--- src/logic/apb_map_pkg.sv ---
package apb_map_pkg;

    // -------------------------------------------------------------------------
    // Bus widths
    // -------------------------------------------------------------------------
    localparam int ADDR_W = 9;   // Word address, up to 512 registers
    localparam int DATA_W = 32;
    localparam int GPIO_W = 8;

    // Master side of an APB transfer
    typedef struct packed {
        logic              sel;
        logic              enable;
        logic              write;
        logic [ADDR_W-1:0] addr;
        logic [DATA_W-1:0] wdata;
        logic [3:0]        strb;     // Byte strobes
    } apb_req_t;

    // Slave side
    typedef struct packed {
        logic [DATA_W-1:0] rdata;
        logic              ready;
        logic              slverr;
    } apb_rsp_t;

    // -------------------------------------------------------------------------
    // Register map, word addresses
    // -------------------------------------------------------------------------
    localparam logic [ADDR_W-1:0] ADR_ID        = 9'h000;
    localparam logic [ADDR_W-1:0] ADR_REV       = 9'h001;
    localparam logic [ADDR_W-1:0] ADR_GPIO_IN   = 9'h002;
    localparam logic [ADDR_W-1:0] ADR_GPIO_OUT  = 9'h003;
    localparam logic [ADDR_W-1:0] ADR_GPIO_OE   = 9'h004;
    localparam logic [ADDR_W-1:0] ADR_FIFO_DATA = 9'h040;  // Read pops one word
    localparam logic [ADDR_W-1:0] ADR_FIFO_STAT = 9'h041;  // Write clears overflow

    // Fixed read values
    localparam logic [DATA_W-1:0] DEVICE_ID     = 32'hF1F0_7E57;
    localparam logic [15:0]       REV_NUM       = 16'h0100;
    localparam logic [DATA_W-1:0] DEFAULT_RDATA = 32'hFABD_EFAC;  // Unmapped space

endpackage

--- src/logic/capture_pkg.sv ---
package capture_pkg;

    // -------------------------------------------------------------------------
    // Capture path data types
    // -------------------------------------------------------------------------
    typedef logic [7:0]  pixel_t;   // One camera byte
    typedef logic [31:0] word_t;    // Four bytes, first byte in 7:0

    localparam int FIFO_DEPTH = 16;
    localparam int PTR_W      = 4;  // Index into FIFO_DEPTH entries
    localparam int CNT_W      = 5;  // Holds 0 to FIFO_DEPTH

    // Packer output toward the FIFO
    typedef struct packed {
        logic  valid;
        word_t data;
    } cap_word_t;

    // FIFO state as seen by the register block
    typedef struct packed {
        logic [CNT_W-1:0] count;
        logic             empty;
        logic             full;
        logic             overflow;  // Sticky until cleared
    } fifo_status_t;

    // Bytes already held by the packer
    typedef enum logic [1:0] {
        PK_B0 = 2'd0,
        PK_B1 = 2'd1,
        PK_B2 = 2'd2,
        PK_B3 = 2'd3
    } pack_state_t;

endpackage

--- src/logic/pixel_packer.sv ---
`timescale 1ns/1ps

module pixel_packer
(
    input  logic                   PCLKI,
    input  logic                   WBs_RST_i,
    input  logic                   vsync_i,
    input  logic                   href_i,
    input  capture_pkg::pixel_t    cam_data_i,
    output capture_pkg::cap_word_t word_o
);

    capture_pkg::pack_state_t state_q;
    capture_pkg::pack_state_t state_d;

    logic                byte_valid;
    logic [23:0]         hold_q;        // Bytes 0 to 2 of the current group
    capture_pkg::word_t  word_data_q;
    logic                word_valid_q;

    assign byte_valid = vsync_i & href_i;

    // Byte counter advance
    always_comb
    begin
        case (state_q)
            capture_pkg::PK_B0: state_d = capture_pkg::PK_B1;
            capture_pkg::PK_B1: state_d = capture_pkg::PK_B2;
            capture_pkg::PK_B2: state_d = capture_pkg::PK_B3;
            default:            state_d = capture_pkg::PK_B0;
        endcase
    end

    // -------------------------------------------------------------------------
    // Control
    // -------------------------------------------------------------------------
    always_ff @(posedge PCLKI or posedge WBs_RST_i)
    begin
        if (WBs_RST_i)
        begin
            state_q      <= capture_pkg::PK_B0;
            word_valid_q <= 1'b0;
        end
        else
        begin
            if (!vsync_i)
                state_q <= capture_pkg::PK_B0;   // Frame ended, drop partial word
            else if (byte_valid)
                state_q <= state_d;

            // One-cycle strobe after the fourth byte
            word_valid_q <= byte_valid && (state_q == capture_pkg::PK_B3);
        end
    end

    // Byte lanes, filled low to high
    always_ff @(posedge PCLKI)
    begin
        if (byte_valid)
        begin
            case (state_q)
                capture_pkg::PK_B0: hold_q[7:0]   <= cam_data_i;
                capture_pkg::PK_B1: hold_q[15:8]  <= cam_data_i;
                capture_pkg::PK_B2: hold_q[23:16] <= cam_data_i;
                default:            word_data_q   <= {cam_data_i, hold_q};
            endcase
        end
    end

    assign word_o.valid = word_valid_q;
    assign word_o.data  = word_data_q;

endmodule

--- src/logic/capture_fifo.sv ---
`timescale 1ns/1ps

module capture_fifo
(
    input  logic                      PCLKI,
    input  logic                      WBs_RST_i,
    input  capture_pkg::cap_word_t    push_i,
    input  logic                      pop_i,
    input  logic                      clear_ovf_i,
    output capture_pkg::word_t        head_o,
    output capture_pkg::fifo_status_t status_o
);

    capture_pkg::word_t mem [capture_pkg::FIFO_DEPTH];

    logic [capture_pkg::PTR_W-1:0] wr_ptr_q;
    logic [capture_pkg::PTR_W-1:0] rd_ptr_q;
    logic [capture_pkg::CNT_W-1:0] count_q;
    logic                          ovf_q;

    logic empty;
    logic full;
    logic do_push;
    logic do_pop;
    logic drop;

    assign empty = (count_q == '0);
    assign full  = (count_q == capture_pkg::CNT_W'(capture_pkg::FIFO_DEPTH));

    // A full FIFO drops the word even when a pop lands in the same cycle
    assign do_push = push_i.valid & ~full;
    assign drop    = push_i.valid & full;
    assign do_pop  = pop_i & ~empty;       // Pop on empty is ignored

    // -------------------------------------------------------------------------
    // Pointers, count and overflow
    // -------------------------------------------------------------------------
    always_ff @(posedge PCLKI or posedge WBs_RST_i)
    begin
        if (WBs_RST_i)
        begin
            wr_ptr_q <= '0;
            rd_ptr_q <= '0;
            count_q  <= '0;
            ovf_q    <= 1'b0;
        end
        else
        begin
            if (do_push)
                wr_ptr_q <= wr_ptr_q + 1'b1;    // Wraps at FIFO_DEPTH
            if (do_pop)
                rd_ptr_q <= rd_ptr_q + 1'b1;

            case ({do_push, do_pop})
                2'b10:   count_q <= count_q + 1'b1;
                2'b01:   count_q <= count_q - 1'b1;
                default: count_q <= count_q;   // Idle or push with pop
            endcase

            // New drop wins over a clear in the same cycle
            if (drop)
                ovf_q <= 1'b1;
            else if (clear_ovf_i)
                ovf_q <= 1'b0;
        end
    end

    // Storage
    always_ff @(posedge PCLKI)
    begin
        if (do_push)
            mem[wr_ptr_q] <= push_i.data;
    end

    assign head_o = mem[rd_ptr_q];   // Head visible the cycle after a push

    assign status_o.count    = count_q;
    assign status_o.empty    = empty;
    assign status_o.full     = full;
    assign status_o.overflow = ovf_q;

endmodule

--- src/logic/apb_reg_block.sv ---
`timescale 1ns/1ps

module apb_reg_block
(
    input  logic                              PCLKI,
    input  logic                              WBs_RST_i,

    // APB slave
    input  apb_map_pkg::apb_req_t             apb_i,
    output apb_map_pkg::apb_rsp_t             apb_o,

    // GPIO
    input  logic [apb_map_pkg::GPIO_W-1:0]    gpio_in_i,
    output logic [apb_map_pkg::GPIO_W-1:0]    gpio_out_o,
    output logic [apb_map_pkg::GPIO_W-1:0]    gpio_oe_o,

    // Capture FIFO
    input  capture_pkg::word_t                fifo_head_i,
    input  capture_pkg::fifo_status_t         fifo_status_i,
    output logic                              pop_o,
    output logic                              clear_ovf_o
);

    logic access;
    logic wr_access;
    logic rd_access;
    logic gpio_out_wr;
    logic gpio_oe_wr;
    logic fifo_rd;
    logic fifo_empty_rd;

    logic [apb_map_pkg::DATA_W-1:0] stat_word;
    logic [apb_map_pkg::DATA_W-1:0] rdata;

    // -------------------------------------------------------------------------
    // Access-phase decode
    // -------------------------------------------------------------------------
    assign access    = apb_i.sel & apb_i.enable;   // No wait states
    assign wr_access = access & apb_i.write;
    assign rd_access = access & ~apb_i.write;

    assign gpio_out_wr = wr_access && (apb_i.addr == apb_map_pkg::ADR_GPIO_OUT)
                         && apb_i.strb[0];
    assign gpio_oe_wr  = wr_access && (apb_i.addr == apb_map_pkg::ADR_GPIO_OE)
                         && apb_i.strb[0];

    assign fifo_rd       = rd_access && (apb_i.addr == apb_map_pkg::ADR_FIFO_DATA);
    assign fifo_empty_rd = fifo_rd & fifo_status_i.empty;

    assign pop_o       = fifo_rd & ~fifo_status_i.empty;   // Pops at the access edge
    assign clear_ovf_o = wr_access && (apb_i.addr == apb_map_pkg::ADR_FIFO_STAT);

    // GPIO output and enable registers
    always_ff @(posedge PCLKI or posedge WBs_RST_i)
    begin
        if (WBs_RST_i)
        begin
            gpio_out_o <= '0;
            gpio_oe_o  <= '0;
        end
        else
        begin
            if (gpio_out_wr)
                gpio_out_o <= apb_i.wdata[apb_map_pkg::GPIO_W-1:0];
            if (gpio_oe_wr)
                gpio_oe_o  <= apb_i.wdata[apb_map_pkg::GPIO_W-1:0];
        end
    end

    // -------------------------------------------------------------------------
    // Read mux
    // -------------------------------------------------------------------------

    // Overflow at bit 16, full and empty at 9 and 8, count in the low bits
    assign stat_word = {15'h0,
                        fifo_status_i.overflow,
                        6'h0,
                        fifo_status_i.full,
                        fifo_status_i.empty,
                        3'h0,
                        fifo_status_i.count};

    always_comb
    begin
        case (apb_i.addr)
            apb_map_pkg::ADR_ID:        rdata = apb_map_pkg::DEVICE_ID;
            apb_map_pkg::ADR_REV:       rdata = {16'h0, apb_map_pkg::REV_NUM};
            apb_map_pkg::ADR_GPIO_IN:   rdata = {24'h0, gpio_in_i};
            apb_map_pkg::ADR_GPIO_OUT:  rdata = {24'h0, gpio_out_o};
            apb_map_pkg::ADR_GPIO_OE:   rdata = {24'h0, gpio_oe_o};
            apb_map_pkg::ADR_FIFO_DATA:
            begin
                if (fifo_status_i.empty)
                    rdata = apb_map_pkg::DEFAULT_RDATA;   // Nothing to pop
                else
                    rdata = fifo_head_i;
            end
            apb_map_pkg::ADR_FIFO_STAT: rdata = stat_word;
            default:                    rdata = apb_map_pkg::DEFAULT_RDATA;
        endcase
    end

    assign apb_o.rdata  = rdata;
    assign apb_o.ready  = access;
    assign apb_o.slverr = fifo_empty_rd;   // Read of an empty FIFO

endmodule

--- src/logic/camera_bridge_top.sv ---
`timescale 1ns/1ps

module camera_bridge_top
(
    input  logic                           PCLKI,
    input  logic                           WBs_RST_i,

    // APB slave
    input  apb_map_pkg::apb_req_t          apb_i,
    output apb_map_pkg::apb_rsp_t          apb_o,

    // Camera
    input  logic                           vsync_i,
    input  logic                           href_i,
    input  capture_pkg::pixel_t            cam_data_i,

    // GPIO
    input  logic [apb_map_pkg::GPIO_W-1:0] gpio_in_i,
    output logic [apb_map_pkg::GPIO_W-1:0] gpio_out_o,
    output logic [apb_map_pkg::GPIO_W-1:0] gpio_oe_o
);

    capture_pkg::cap_word_t    packed_word;
    capture_pkg::word_t        fifo_head;
    capture_pkg::fifo_status_t fifo_status;
    logic                      fifo_pop;
    logic                      fifo_clear_ovf;

    // -------------------------------------------------------------------------
    // Capture path
    // -------------------------------------------------------------------------
    pixel_packer pixel_packer_inst
    (
        .PCLKI       (PCLKI),
        .WBs_RST_i   (WBs_RST_i),
        .vsync_i     (vsync_i),
        .href_i      (href_i),
        .cam_data_i  (cam_data_i),
        .word_o      (packed_word)
    );

    capture_fifo capture_fifo_inst
    (
        .PCLKI       (PCLKI),
        .WBs_RST_i   (WBs_RST_i),
        .push_i      (packed_word),
        .pop_i       (fifo_pop),
        .clear_ovf_i (fifo_clear_ovf),
        .head_o      (fifo_head),
        .status_o    (fifo_status)
    );

    // Register access
    apb_reg_block apb_reg_block_inst
    (
        .PCLKI         (PCLKI),
        .WBs_RST_i     (WBs_RST_i),
        .apb_i         (apb_i),
        .apb_o         (apb_o),
        .gpio_in_i     (gpio_in_i),
        .gpio_out_o    (gpio_out_o),
        .gpio_oe_o     (gpio_oe_o),
        .fifo_head_i   (fifo_head),
        .fifo_status_i (fifo_status),
        .pop_o         (fifo_pop),
        .clear_ovf_o   (fifo_clear_ovf)
    );

endmodule

--- config.mk ---
export PLATFORM = sky130hd
export DESIGN_NAME = camera_bridge_top
export DESIGN_NICKNAME = d
export VERILOG_FILES = /design/src/logic/apb_map_pkg.sv /design/src/logic/capture_pkg.sv /design/src/logic/pixel_packer.sv /design/src/logic/capture_fifo.sv /design/src/logic/apb_reg_block.sv /design/src/logic/camera_bridge_top.sv
export SDC_FILE = /design/constraint.sdc
export NUM_CORES = 1
export LEC_CHECK = 0
export CORE_ASPECT_RATIO = 1.4
export CORE_UTILIZATION = 60
export CTS_BUF_LIST = sky130_fd_sc_hd__clkbuf_8
export CTS_CLUSTER_DIAMETER = 80
export CTS_CLUSTER_SIZE = 24
export DETAILED_ROUTE_END_ITERATION = 8
export DONT_BUFFER_PORTS = 1
export PLACE_DENSITY = 0.81
export SLEW_MARGIN = 0
export SYNTH_ARGS = -nofsm -noshare
export SYNTH_HDL_FRONTEND = slang
export SYNTH_SLANG_ARGS = --single-unit
--- constraint.sdc ---
create_clock -name PCLKI -period 5.5 [get_ports PCLKI]
set_input_delay 0.825 -clock PCLKI [delete_from_list [all_inputs] [get_ports PCLKI]]
set_output_delay 0.825 -clock PCLKI [all_outputs]
set_load 0.1 [all_outputs]
==> metrics.md, run 1 <==
| Metric | Value |
|---|---|
| Gate power share | 0.023 |
| Area leader, netlist | edfxtp_1 |
| Max incr delay on CP | 1.06 ns |
| Post-synth design cell area | 23400 um2 |
| Met3 WL | 4.51 mm |
| Pre-antenna DRT Iters | 5 |
| Mean number of vias per cell | 6.70 |
| DRC violations left | 0 |
| Crit. End Element | output pin |
| Worst Path Required | 4.68 ns |
| Final wirelength | 49.9 mm |
| Switching portion of total power | 0.200 |
| Area post-placement | 24500 um2 |
| Sequential Power Share | 0.723 |
| Final GP Congestion | 0.783 |
| Hold slack | 0.186 ns |
| Clk buf depth | 3 |
| Max layer used | met4 |
| Distinct cells, synth | 61 |
| Ratio of cells with drive above 1 in the final layout | 0.255 |
| Final period utilization | 0.828 |
| Post-synthesis net count | 1192 |
| Clk root buf | clkbuf_8 |
| Worst Path Max Fanout | 11 |
| Power Internal | 5.53 mW |
| Setup TNS | 0 ns |
| Max-slew headroom | 0.132 |
| Psw | 1.38 mW |
| Critical path type | reg2out |
| ANT cells | 0 |
| Core area | 38500 um2 |
| Hold_buf cts | 0 |
| Tightest Hold Check Type | in2async |
| Final hold violations | 0 |
| Most common cell in the netlist | edfxtp_1 |
| Largest net degree at the start of global routing | 72 |
| WP data arrival | 3.73 ns |
| Startpoint type of the worst setup path | flop |
| Port Buffer Count | 0 |
| Finished Layout Cells | 1678 |
| Post-synth ARST share | 0.0549 |
| Top post-synthesis cells by count | 568 x edfxtp_1, 131 x mux4_2, 39 x nor2_1 |
| Site row count | 85 |
| Total GRT Usage | 0.257 |
| Clock share of power | 0.255 |
| CTS-repair resized insts | 0 |
| Leakage | 7.73 nW |
| Gr ovfl total | 0 |
| Flops & latches, synth | 601 |
| Min Tclk post-route | 4.56 ns |
| Vias in the first global route | 11500 |
| Worst-Skew Late Latency | 0.65 ns |
| Syn Inst Count | 1111 |
| Run status | finished clean |
| Die X | 169 um |
| H-tree depth | 1 |
| CP top delay family | simple AND/OR/NAND/NOR gates |
| Post-route ant nets | 0 |
| Share of the synthesized area in the top cell type | 0.727 |
| Layout overhead on the synthesized area | 6.83% |
| Initial Util | 0.609 |
| Ys flop type | edfxtp_1 |
| Final instance area | 25000 um2 |
| Final Skew | 0.0401 ns |
| Slew Viols, Final | 0 |
| Num CTS Buffers | 29 |
| Syn. warnings | 0 |
| RSZ-0062 raised after global routing | false |
| Fmax achieved | 220 MHz |
| TritonCTS clock tree | done |
| Met1 wire length | 17.4 mm |
| Die H | 236 um |
| CTS Sinks | 601 |
| Max_cap viols | 0 |
| Clk pin slew, worst setup/hold paths | 0.14 ns |
| Postcts setup bufs | 0 |
| Slowest stage cell on the critical path | a221oi_4 |
| Power density cells | 276 nW/um2 |
| Vias | 11200 |
| DR WL/cell | 29.7 um |
| Syn Area/Cell | 21.1 um2 |
| Ports | 118 |
| First-pass GRT wire length | 73.2 mm |
| Top cells by area, synth | edfxtp_1 73%, mux4_2 13%, dfrtp_1 3.5% |
| Peak supply drop | 0.000189 V |
| CP Cell Sequence | nor4_2 > and2b_1 > nor3_1 > a221oi_4 |
| Post-DP HPWL | 29.4 mm |
| Die area | 39900 um2 |
| Worst-Margin Slew | 1.30 ns |
| Final Setup Violations | 0 |
| Drt first-iter violations | 1362 |
| Register area share after synthesis | 0.763 |
| EDFF count, synth | 568 |
| Met2 WL | 26.2 mm |
| Initial antenna violation count | 0 |
| Placed cells | 1625 |
| Bufs and invs on worst path | 0 |
| # nets final | 1215 |
-- per-layer routing --
| metal | track usage | vias up |
|---|---|---|
| met5 | 0 | - |
| met4 | 0.0915 | 0 |
| met3 | 0.0361 | 121 |
| met2 | 0.448 | 677 |
| met1 | 0.331 | 5809 |
| li1 | - | 4633 |
-- cells by family (layout without fill, tap and decap cells) --
logic type,count (synthesis),after routing,share of synthesized area
adder cells (fa/ha/maj),13,13,0.00694
buffers and inverters,74,119,0.0175
XOR/XNOR,12,12,0.00448
multiplexers,169,169,0.143
AO/OA/AOI/OAI,125,125,0.0380
AND/OR/NAND/NOR,117,117,0.0272
flip-flops,601,601,0.763
-- cell usage in the layout, fill, tap and decap left out, types with 3 or more instances in the layout --
cell      netlist  layout
edfxtp_1      568     568
buf_12          0       3
dfrtp_1        33      31
buf_4          22      50
nand3_1         9       9
nor2_4          0      12
mux2_2         15      15
mux4_2        131     131
nor2_1         39      24
o21ai_0        10      10
a32oi_1         5       5
and3_1          8       7
o21ai_2         1       9
mux2i_1        15      15
a221oi_4        0       3
ha_1           13      13
nor2_2          0       3
xnor2_1         7       7
o22ai_2         0       3
nor2b_1         6       5
inv_1          10      32
a21oi_1        18      16
nand2_1        20      20
clkbuf_8        0      29
o21a_1          3       3
nor3_1         10       5
mux2_1          8       8
xor2_1          5       5
nand2b_1        5       5
a22oi_1        26      26
nor3_2          0       5
a22o_1         14      14
a31oi_2         0      12
a21o_1          3       3
-- worst paths after layout --
path / from / end / slack, ns / cells past startpoint
max: capture_fifo_inst.count_q[1]$_DFFE_PP0P_ / apb_o[20] / 0.94 / 4
min: WBs_RST_i / apb_reg_block_inst.gpio_out_o[3]$_DFFE_PP0P_ / 0.19 / 2
max reg2reg: capture_fifo_inst.count_q[1]$_DFFE_PP0P_ / capture_fifo_inst.count_q[4]$_DFFE_PP0P_ / 1.48 / 13
min reg2reg: pixel_packer_inst.hold_q[7]$_DFFE_PP_ / pixel_packer_inst.word_data_q[7]$_DFFE_PP_ / 0.43 / 0
max in group asynchronous: WBs_RST_i / capture_fifo_inst.rd_ptr_q[1]$_DFFE_PP0P_ / 4.91 / 2
min in group PCLKI: href_i / pixel_packer_inst.state_q[0]$_DFFE_PP0P_ / 0.24 / 1
-- per-stage QoR --
| step | utilization | power, mW | setup WS, ns |
|---|---|---|---|
| after detailed placement | 0.637 | 5.26 | 1.20 |
| after global placement | 0.637 | 5.25 | 1.31 |
| after global routing | 0.651 | 7.09 | 0.717 |
| after CTS | 0.651 | 6.93 | 0.868 |
| final | 0.651 | 6.92 | 0.944 |
| after floorplan | - | 5.22 | 0.603 |
-- state kept, by name (all words and copies together) (netlist names) --
signal,flops
capture_fifo_inst.mem,512
pixel_packer_inst.word_data_q,32
pixel_packer_inst.hold_q,24
apb_reg_block_inst.gpio_oe_o,8
apb_reg_block_inst.gpio_out_o,8
capture_fifo_inst.count_q,5
capture_fifo_inst.rd_ptr_q,4
capture_fifo_inst.wr_ptr_q,4
pixel_packer_inst.state_q,2
capture_fifo_inst.ovf_q,1
pixel_packer_inst.word_valid_q,1
-- worst reg2reg max path, stage by stage (launching register included) --
cell and delay [ns]:
dfrtp_1 0.51, nor4_2 0.47, and2b_1 0.68, nor2_1 0.16, nand2_1 0.49, nor3_1 0.15
ha_1 0.35, xor2_1 0.18, ha_1 0.23, o211ai_1 0.23, a21oi_1 0.11, a31oi_1 0.15
nor2_1 0.07, xor2_1 0.15
-- power by group through the flow --
stage	clock network, mW	registers, mW	logic, mW
2_1_floorplan	0	5.08	0.139
3_3_place_gp	0	5.10	0.150
3_5_place_dp	0	5.10	0.157
4_1_cts	1.78	5.00	0.158
5_1_grt	1.92	5.00	0.170
6_report	1.76	5.00	0.156
-- final cells by class --
class,instances,area [um2]
Inverter,11,41.3
Clock inverter,24,108
Multi-Input combinational cell,436,5470
Tap cell,522,653
Clock buffer,29,399
Fill cell,2455,13500
Timing Repair Buffer,55,485
Sequential cell,601,17900
No activity file was read; power rests on OpenSTA's default activity.
==> inputs of run 2 (changes only) <==
--- a/config.mk
+++ b/config.mk
@@ -6,13 +6,13 @@
 export NUM_CORES = 1
 export LEC_CHECK = 0
 export CORE_ASPECT_RATIO = 1.4
-export CORE_UTILIZATION = 60
+export CORE_UTILIZATION = 59
 export CTS_BUF_LIST = sky130_fd_sc_hd__clkbuf_8
 export CTS_CLUSTER_DIAMETER = 80
 export CTS_CLUSTER_SIZE = 24
 export DETAILED_ROUTE_END_ITERATION = 8
 export DONT_BUFFER_PORTS = 1
-export PLACE_DENSITY = 0.81
+export PLACE_DENSITY = 0.83
 export SLEW_MARGIN = 0
 export SYNTH_ARGS = -nofsm -noshare
 export SYNTH_HDL_FRONTEND = slang
==> constraint.sdc (replaced) <==
create_clock -name PCLKI -period 4.15 [get_ports PCLKI]
set_input_delay 0.6225 -clock PCLKI [delete_from_list [all_inputs] [get_ports PCLKI]]
set_output_delay 0.6225 -clock PCLKI [all_outputs]
set_load 0.1 [all_outputs]
==> metrics.md, run 2 (synthesis results as in run 1) <==
| Metric | Value |
|---|---|
| Run status | finished clean |
| CP top delay family | flip-flops |
| CTS Sinks | 601 (unchanged) |
| Final period utilization | 0.934 |
| Worst Path Max Fanout | 30 (+19) |
| Slew Viols, Final | 0 (unchanged) |
| Hold slack | 0.0308 ns (-0.155 ns) |
| Bufs and invs on worst path | 2 (+2) |
| Site row count | 86 (+1.2%) |
| Post-DP HPWL | 31.6 mm (+7.4%) |
| Critical R2R Launch | capture_fifo_inst.count_q[1]$_DFFE_PP0P_ |
| WP data arrival | 3.25 ns (-0.48 ns) |
| Gr ovfl total | 0 (unchanged) |
| Vias in the first global route | 11900 (+3.3%) |
| Hold path depth | 0 |
| Max reg flops | 512 (unchanged) |
| Largest net degree at the start of global routing | 47 (-35%) |
| Final Setup Violations | 0 (unchanged) |
| H-tree depth | 1 (unchanged) |
| Fmax achieved | 258 MHz |
| ANT cells | 0 (unchanged) |
| FF-to-FF setup slack | 0.93 ns (-0.55 ns) |
| DRC violations left | 0 (unchanged) |
| CTS-repair resized insts | 0 (unchanged) |
| Worst Path Required | 3.53 ns (-1.15 ns) |
| Port Buffer Count | 0 (unchanged) |
| # nets final | 1241 (+2.1%) |
| Initial antenna violation count | 0 (unchanged) |
| Final GP Congestion | 0.822 (+5.0%) |
| TritonCTS clock tree | done |
| RSZ-0062 raised after global routing | false |
| Die area | 40600 um2 (+1.7%) |
| Flip-flop and latch area | 17900 um2 (unchanged) |
| Core area | 39300 um2 (+2.0%) |
| Largest regs | capture_fifo_inst.mem x512, pixel_packer_inst.word_data_q x32, pixel_packer_inst.hold_q x24 |
| Tightest Hold Check Type | in2reg |
| Ports | 118 (unchanged) |
| Layout overhead on the synthesized area | 9.14% |
| Power density cells | 360 nW/um2 (+30%) |
| Reg with most FFs | capture_fifo_inst.mem |
| FF-to-FF End | capture_fifo_inst.count_q[4]$_DFFE_PP0P_ |
| Clk pin slew, worst setup/hold paths | 0.14 ns (about the same) |
| Final Skew | 0.0390 ns (-0.00105 ns) |
| Worst-Skew Late Latency | 0.68 ns (+0.03 ns) |
| Fillers | 2407 (-2.0%) |
| Max_cap viols | 0 (unchanged) |
| Crit. End Element | output pin |
| Final core occ | 0.652 (+0.000912) |
| R2R depth | 14 (+1) |
| DR WL/cell | 30.0 um (+0.72%) |
| Critical path type | reg2out |
| Hold Crit Start | cam_data_i[0] |
| Die H | 238 um (+0.84%) |
| Total GRT Usage | 0.261 (+0.00387) |
| Max-slew headroom | 0.292 (+0.160) |
| Drt first-iter violations | 1144 (-16%) |
| Vias | 11400 (+1.5%) |
| Peak supply drop | 0.000340 V (+80%) |
| Pre-antenna DRT Iters | 5 (unchanged) |
| Leakage | 7.97 nW (+3.1%) |
| Commonest non-fill, non-tap cells in the layout | 568 x edfxtp_1, 131 x mux4_2, 49 x buf_4, 32 x inv_1, 31 x dfrtp_1 |
| Min Tclk post-route | 3.88 ns |
| Clk root buf | clkbuf_8 |
| Slowest stage cell on the critical path | dfrtp_4 |
| Startpoint type of the worst setup path | flop |
| Worst-Margin Slew | 1.06 ns (-0.236 ns) |
| Clk buf depth | 3 (unchanged) |
| Mean number of vias per cell | 6.67 (-0.38%) |
| CP Cell Sequence | buf_4 > mux4_2 > a22oi_1 > a31oi_2 > buf_12 |
| Ratio of cells with drive above 1 in the final layout | 0.269 (+0.0138) |
| Die X | 170 um (+0.83%) |
| Max incr delay on CP | 0.88 ns (-0.18 ns) |
| Initial Util | 0.597 (-0.0120) |
| Final wirelength | 51.2 mm (+2.6%) |
| First-pass GRT wire length | 74.9 mm (+2.4%) |
| Worst min-delay path endpoint | pixel_packer_inst.word_data_q[24]$_DFFE_PP_ |
| Area of the multi-input gates | 5470 um2 (about the same) |
| Commonest non-fill, non-tap cell in the layout | edfxtp_1 |
| Post-route ant nets | 0 (unchanged) |
| Final hold violations | 0 (unchanged) |
| Num CTS Buffers | 29 (unchanged) |
## run 2: changes by cell type in the layout (fill, tap and decap cells not counted), sizes merged
cell         change
buf             +25
clkinv           +2
clkinvlp         -1
dlygate4sd3      +1
inv              -1
## run 2: how the worst max path moves through the flow
stage,startpoint,endpoint,slack (ns),depth (start not counted)
global route,capture_fifo_inst.rd_ptr_q[0]$_DFFE_PP0P_,apb_o[15],0.08,5
finish,capture_fifo_inst.rd_ptr_q[0]$_DFFE_PP0P_,apb_o[30],0.27,5
detailed placement,apb_i[43],capture_fifo_inst.count_q[4]$_DFFE_PP0P_,0.67,14
floorplan,apb_i[36],apb_o[20],-0.34,7
CTS,capture_fifo_inst.rd_ptr_q[1]$_DFFE_PP0P_,apb_o[3],0.09,6
global placement,apb_i[43],capture_fifo_inst.count_q[4]$_DFFE_PP0P_,0.79,14
## run 2: cell type report
| type | count | share of cell area |
|---|---|---|
| Inverter | 11 | 0.00161 |
| Tap cell | 528 | 0.0258 |
| Sequential cell | 601 | 0.699 |
| Clock inverter | 24 | 0.00450 |
| Timing Repair Buffer | 81 | 0.0397 |
| Multi-Input combinational cell | 436 | 0.214 |
| Clock buffer | 29 | 0.0156 |
## run 2: metal layers
layer	global-route usage	part of all wire
met3	0.0491	0.094
met2	0.454	0.53
met4	0.103	0.037
met1	0.322	0.34
met5	0	0
## run 2: what timing repair did
item,4_1_cts,5_1_grt
hold endpoints to repair,33,0
hold buffers,1,0
setup buffers,0,1
setup endpoints to repair,0,1
## run 2: stage by stage
| step | area, um2 | power [mW] | TNS (ns) | setup slack, ns | cells |
|---|---|---|---|---|---|
| after floorplan | 23400 | 6.92 | -1.01 | -0.342 | 1111 |
| after global placement | 25000 | 6.96 | 0 | 0.792 | 1655 |
| after detailed placement | 25000 | 6.98 | 0 | 0.667 | 1655 |
| after CTS | 25600 | 9.23 | 0 | 0.0891 | 1709 |
| after global routing | 25600 | 9.44 | 0 | 0.0760 | 1710 |
| final | 25600 | 9.22 | 0 | 0.273 | 1710 |
## run 2: power by group
part	switching (mW)	internal (mW)	total, mW
clock network	1.70	0.677	2.37
registers	0.0495	6.57	6.62
logic	0.130	0.0894	0.219
total	1.87	7.34	9.22
==> inputs of run 3 (changes only) <==
--- a/config.mk
+++ b/config.mk
@@ -16,4 +16,5 @@
 export SLEW_MARGIN = 0
 export SYNTH_ARGS = -nofsm -noshare
 export SYNTH_HDL_FRONTEND = slang
+export SYNTH_HIERARCHICAL = 1
 export SYNTH_SLANG_ARGS = --single-unit
==> metrics.md, run 3 <==
| Metric | Value |
|---|---|
| Final period utilization | 0.966 (+0.0317) |
| Ports | 118 (unchanged) |
| Flops & latches, synth | 601 (unchanged) |
| Max reg flops | 512 (unchanged) |
| Post-synth ARST share | 0.0549 (unchanged) |
| # nets final | 1395 (+12%) |
| Post-synthesis net count | 1359 (+14%) |
| GR met2 Demand/Resource | 0.454 (-0.000607) |
| Post-route ant nets | 0 (unchanged) |
| Leakage | 8.12 nW (+1.8%) |
| Mux share of post-synthesis cell area | 0.126 (-0.0174) |
| Clk buf depth | 3 (unchanged) |
| Area of the multi-input gates | 5710 um2 (+4.5%) |
| Post-DP HPWL | 31.7 mm (+0.35%) |
| Commonest non-fill, non-tap cell in the layout | edfxtp_1 |
| CTS Sinks | 601 (unchanged) |
| Mean number of vias per cell | 6.60 (-1.1%) |
| Port Buffer Count | 0 (unchanged) |
| Layout overhead on the synthesized area | 8.56% |
| Core area | 39600 um2 (+0.82%) |
| Worst Path Required | 3.53 ns (about the same) |
| Area leader, netlist | edfxtp_1 |
| Fillers | 2559 (+6.3%) |
| Max incr delay on CP | 0.39 ns (-0.49 ns) |
| Initial antenna violation count | 1 (+1) |
| Initial Util | 0.604 (+0.00667) |
| Synth Area in Compound Gates | 0.0555 (+0.0175) |
| Bufs and invs on worst path | 3 (+1) |
| Peak supply drop | 0.000337 V (-0.89%) |
| Die area | 41300 um2 (+1.9%) |
| Max_cap viols | 0 (unchanged) |
| H-tree depth | 1 (unchanged) |
| Vias | 12300 (+7.8%) |
| Combinational family with the most area after synthesis | multiplexers |
| Met3 usage | 0.0395 (-0.00959) |
| Worst Path Max Fanout | 42 (+40%) |
| Syn. warnings | 6 (+6) |
| Die H | 240 um (+0.96%) |
| Tightest Hold Check Type | in2reg |
| Final Setup Violations | 0 (unchanged) |
| Fmax achieved | 249 MHz (-3.3%) |
| Post-synth design cell area | 23900 um2 (+1.9%) |
| Run status | finished clean |
| Register area share after synthesis | 0.748 (-0.0146) |
| Hold slack | 0.0370 ns (+0.00623 ns) |
| Commonest non-fill, non-tap cells in the layout | 568 x edfxtp_1, 136 x mux2i_1, 64 x a221oi_1, 60 x mux4_2, 48 x nand2_1 |
| Synth Area in Simple Gates | 0.0343 (+0.00718) |
| TritonCTS clock tree | done |
| Pre-CTS WS | 0.662 ns (-0.00550 ns) |
| Synth Area in XOR/XNOR | 0.00403 (-0.000452) |
| Ys flop type | edfxtp_1 |
| First-pass GRT wire length | 77.8 mm (+3.8%) |
| Power Total | 9.27 mW (+0.65%) |
| Crit. End Element | output pin |
| Pre-antenna DRT Iters | 5 (unchanged) |
| Drt first-iter violations | 1313 (+15%) |
| Max-slew headroom | 0.286 (-0.00554) |
| GRT busiest layer | met2 |
| DRC violations left | 0 (unchanged) |
| Final hold violations | 0 (unchanged) |
| Power density cells | 357 nW/um2 (-0.75%) |
| Finished Layout Cells | 1864 (+9.0%) |
| Placed cells | 1808 (+9.2%) |
| Ratio of cells with drive above 1 in the final layout | 0.190 (-0.0795) |
| Slowest stage cell on the critical path | dfrtp_1 |
| Clk pin slew, worst setup/hold paths | 0.14 ns (about the same) |
| CP Cell Sequence | buf_6 > nor2b_4 > buf_6 > a221oi_1 > o21ai_0 > nand2_1 > nor2_1 > nor2_1 > a21oi_1 > o21ai_2 > buf_12 |
| Top cells by area, synth | edfxtp_1 71%, mux2i_1 5.7%, mux4_2 5.7% |
| Vias in the first global route | 12700 (+6.3%) |
| Worst-Skew Late Latency | 0.67 ns (about the same) |
| Setup TNS | 0 ns (unchanged) |
| RSZ-0062 raised after global routing | false |
| Adder-cell share of the synthesized area | 0.00764 (+0.000705) |
| Met1 GRT Util | 0.341 (+0.0187) |
| Gr ovfl total | 0 (unchanged) |
| Most common cell in the netlist | edfxtp_1 |
| Largest regs | capture_fifo_inst/mem x512, pixel_packer_inst/word_data_q x32, pixel_packer_inst/hold_q x24 |
| Syn Area/Cell | 18.7 um2 (-11%) |
| Reg with most FFs | capture_fifo_inst/mem |
| Final instance area | 25900 um2 (+1.4%) |
| Slew Viols, Final | 0 (unchanged) |
| Startpoint type of the worst setup path | flop |
| Die X | 172 um (+0.96%) |
| EDFF count, synth | 568 (unchanged) |
| WP data arrival | 3.39 ns (+0.14 ns) |
| Setup ws final | 0.141 ns (-0.132 ns) |
| Top post-synthesis cells by count | 568 x edfxtp_1, 136 x mux2i_1, 64 x a221oi_1 |
| Largest net degree at the start of global routing | 67 (+43%) |
| Min Tclk post-route | 4.01 ns (+0.132 ns) |
| Critical path type | reg2out |
| DR WL/cell | 28.4 um (-5.3%) |
| Num CTS Buffers | 29 (unchanged) |
| Distinct cells, synth | 62 (+1.6%) |
| Worst-Margin Slew | 1.07 ns (+0.0115 ns) |
| Final Skew | 0.0444 ns (+0.00542 ns) |
| Flip-flop and latch area | 17900 um2 (about the same) |
| CP top delay family | buffers and inverters |
| Final core occ | 0.655 (+0.00382) |
| Area post-placement | 25400 um2 (+1.5%) |
| Final wirelength | 52.9 mm (+3.3%) |
| Share of the synthesized area in the top cell type | 0.714 (-0.0139) |
| Final GP Congestion | 0.752 (-8.5%) |
| Site row count | 86 (unchanged) |
| Syn Inst Count | 1277 (+15%) |
| Total GRT Usage | 0.263 (+0.00277) |
| Clk root buf | clkbuf_8 |
[run 3: per-layer routing]
layer | vias up | routed length, um
met5 | - | 0
met4 | 0 | 1710
met3 | 111 | 4900
met2 | 748 | 27200
met1 | 6228 | 19100
li1 | 5219 | -
[run 3: kinds of logic (layout without fill, tap and decap cells)]
group           count (synthesis)  after routing
compound gates                188            188
xor+xnor                       11             11
mux                           217            217
other cells                     0              1
buf+inv                        97            155
simple gates                  149            149
fa+ha+maj                      14             14
flops                         601            601
[run 3: report_power, final]
part / leakage (nW) / switching, mW / internal, mW
sequential: 5.55 / 0.0428 / 6.58
clock: 0.335 / 1.71 / 0.676
combinational: 2.23 / 0.165 / 0.102
total: 8.12 / 1.92 / 7.35
[run 3: final timing paths]
kind | start | end | slack, ns | depth (start not counted)
min in group asynchronous | WBs_RST_i | pixel_packer_inst/state_q[0]$_DFFE_PP0P_ | 0.43 | 2
worst min register to register | pixel_packer_inst/hold_q[5]$_DFFE_PP_ | pixel_packer_inst/word_data_q[5]$_DFFE_PP_ | 0.44 | 0
worst max register to register | capture_fifo_inst/count_q[0]$_DFFE_PP0P_ | capture_fifo_inst/count_q[4]$_DFFE_PP0P_ | 0.92 | 13
worst max-delay path | capture_fifo_inst/rd_ptr_q[2]$_DFFE_PP0P_ | apb_o[18] | 0.14 | 11
max in group asynchronous | WBs_RST_i | apb_reg_block_inst/gpio_oe_o[5]$_DFFE_PP0P_ | 3.18 | 2
worst min-delay path | cam_data_i[1] | pixel_packer_inst/hold_q[9]$_DFFE_PP_ | 0.04 | 0
[run 3: timing repair]
action	CTS	global route
gates cloned	0	0
buffers inserted	0	1
hold endpoints to repair	33	0
hold buffers	1	0
gates resized for setup	1	3
endpoints found under the setup margin	2	6
[run 3: layout make-up]
cell class	count	share of cell area
antenna	1	0.0000964
clock buffer	29	0.0154
clock inverter	24	0.00424
inverter	19	0.00275
multi-input combinational	579	0.220
sequential	601	0.689
tap	528	0.0255
timing repair buffer	83	0.0427
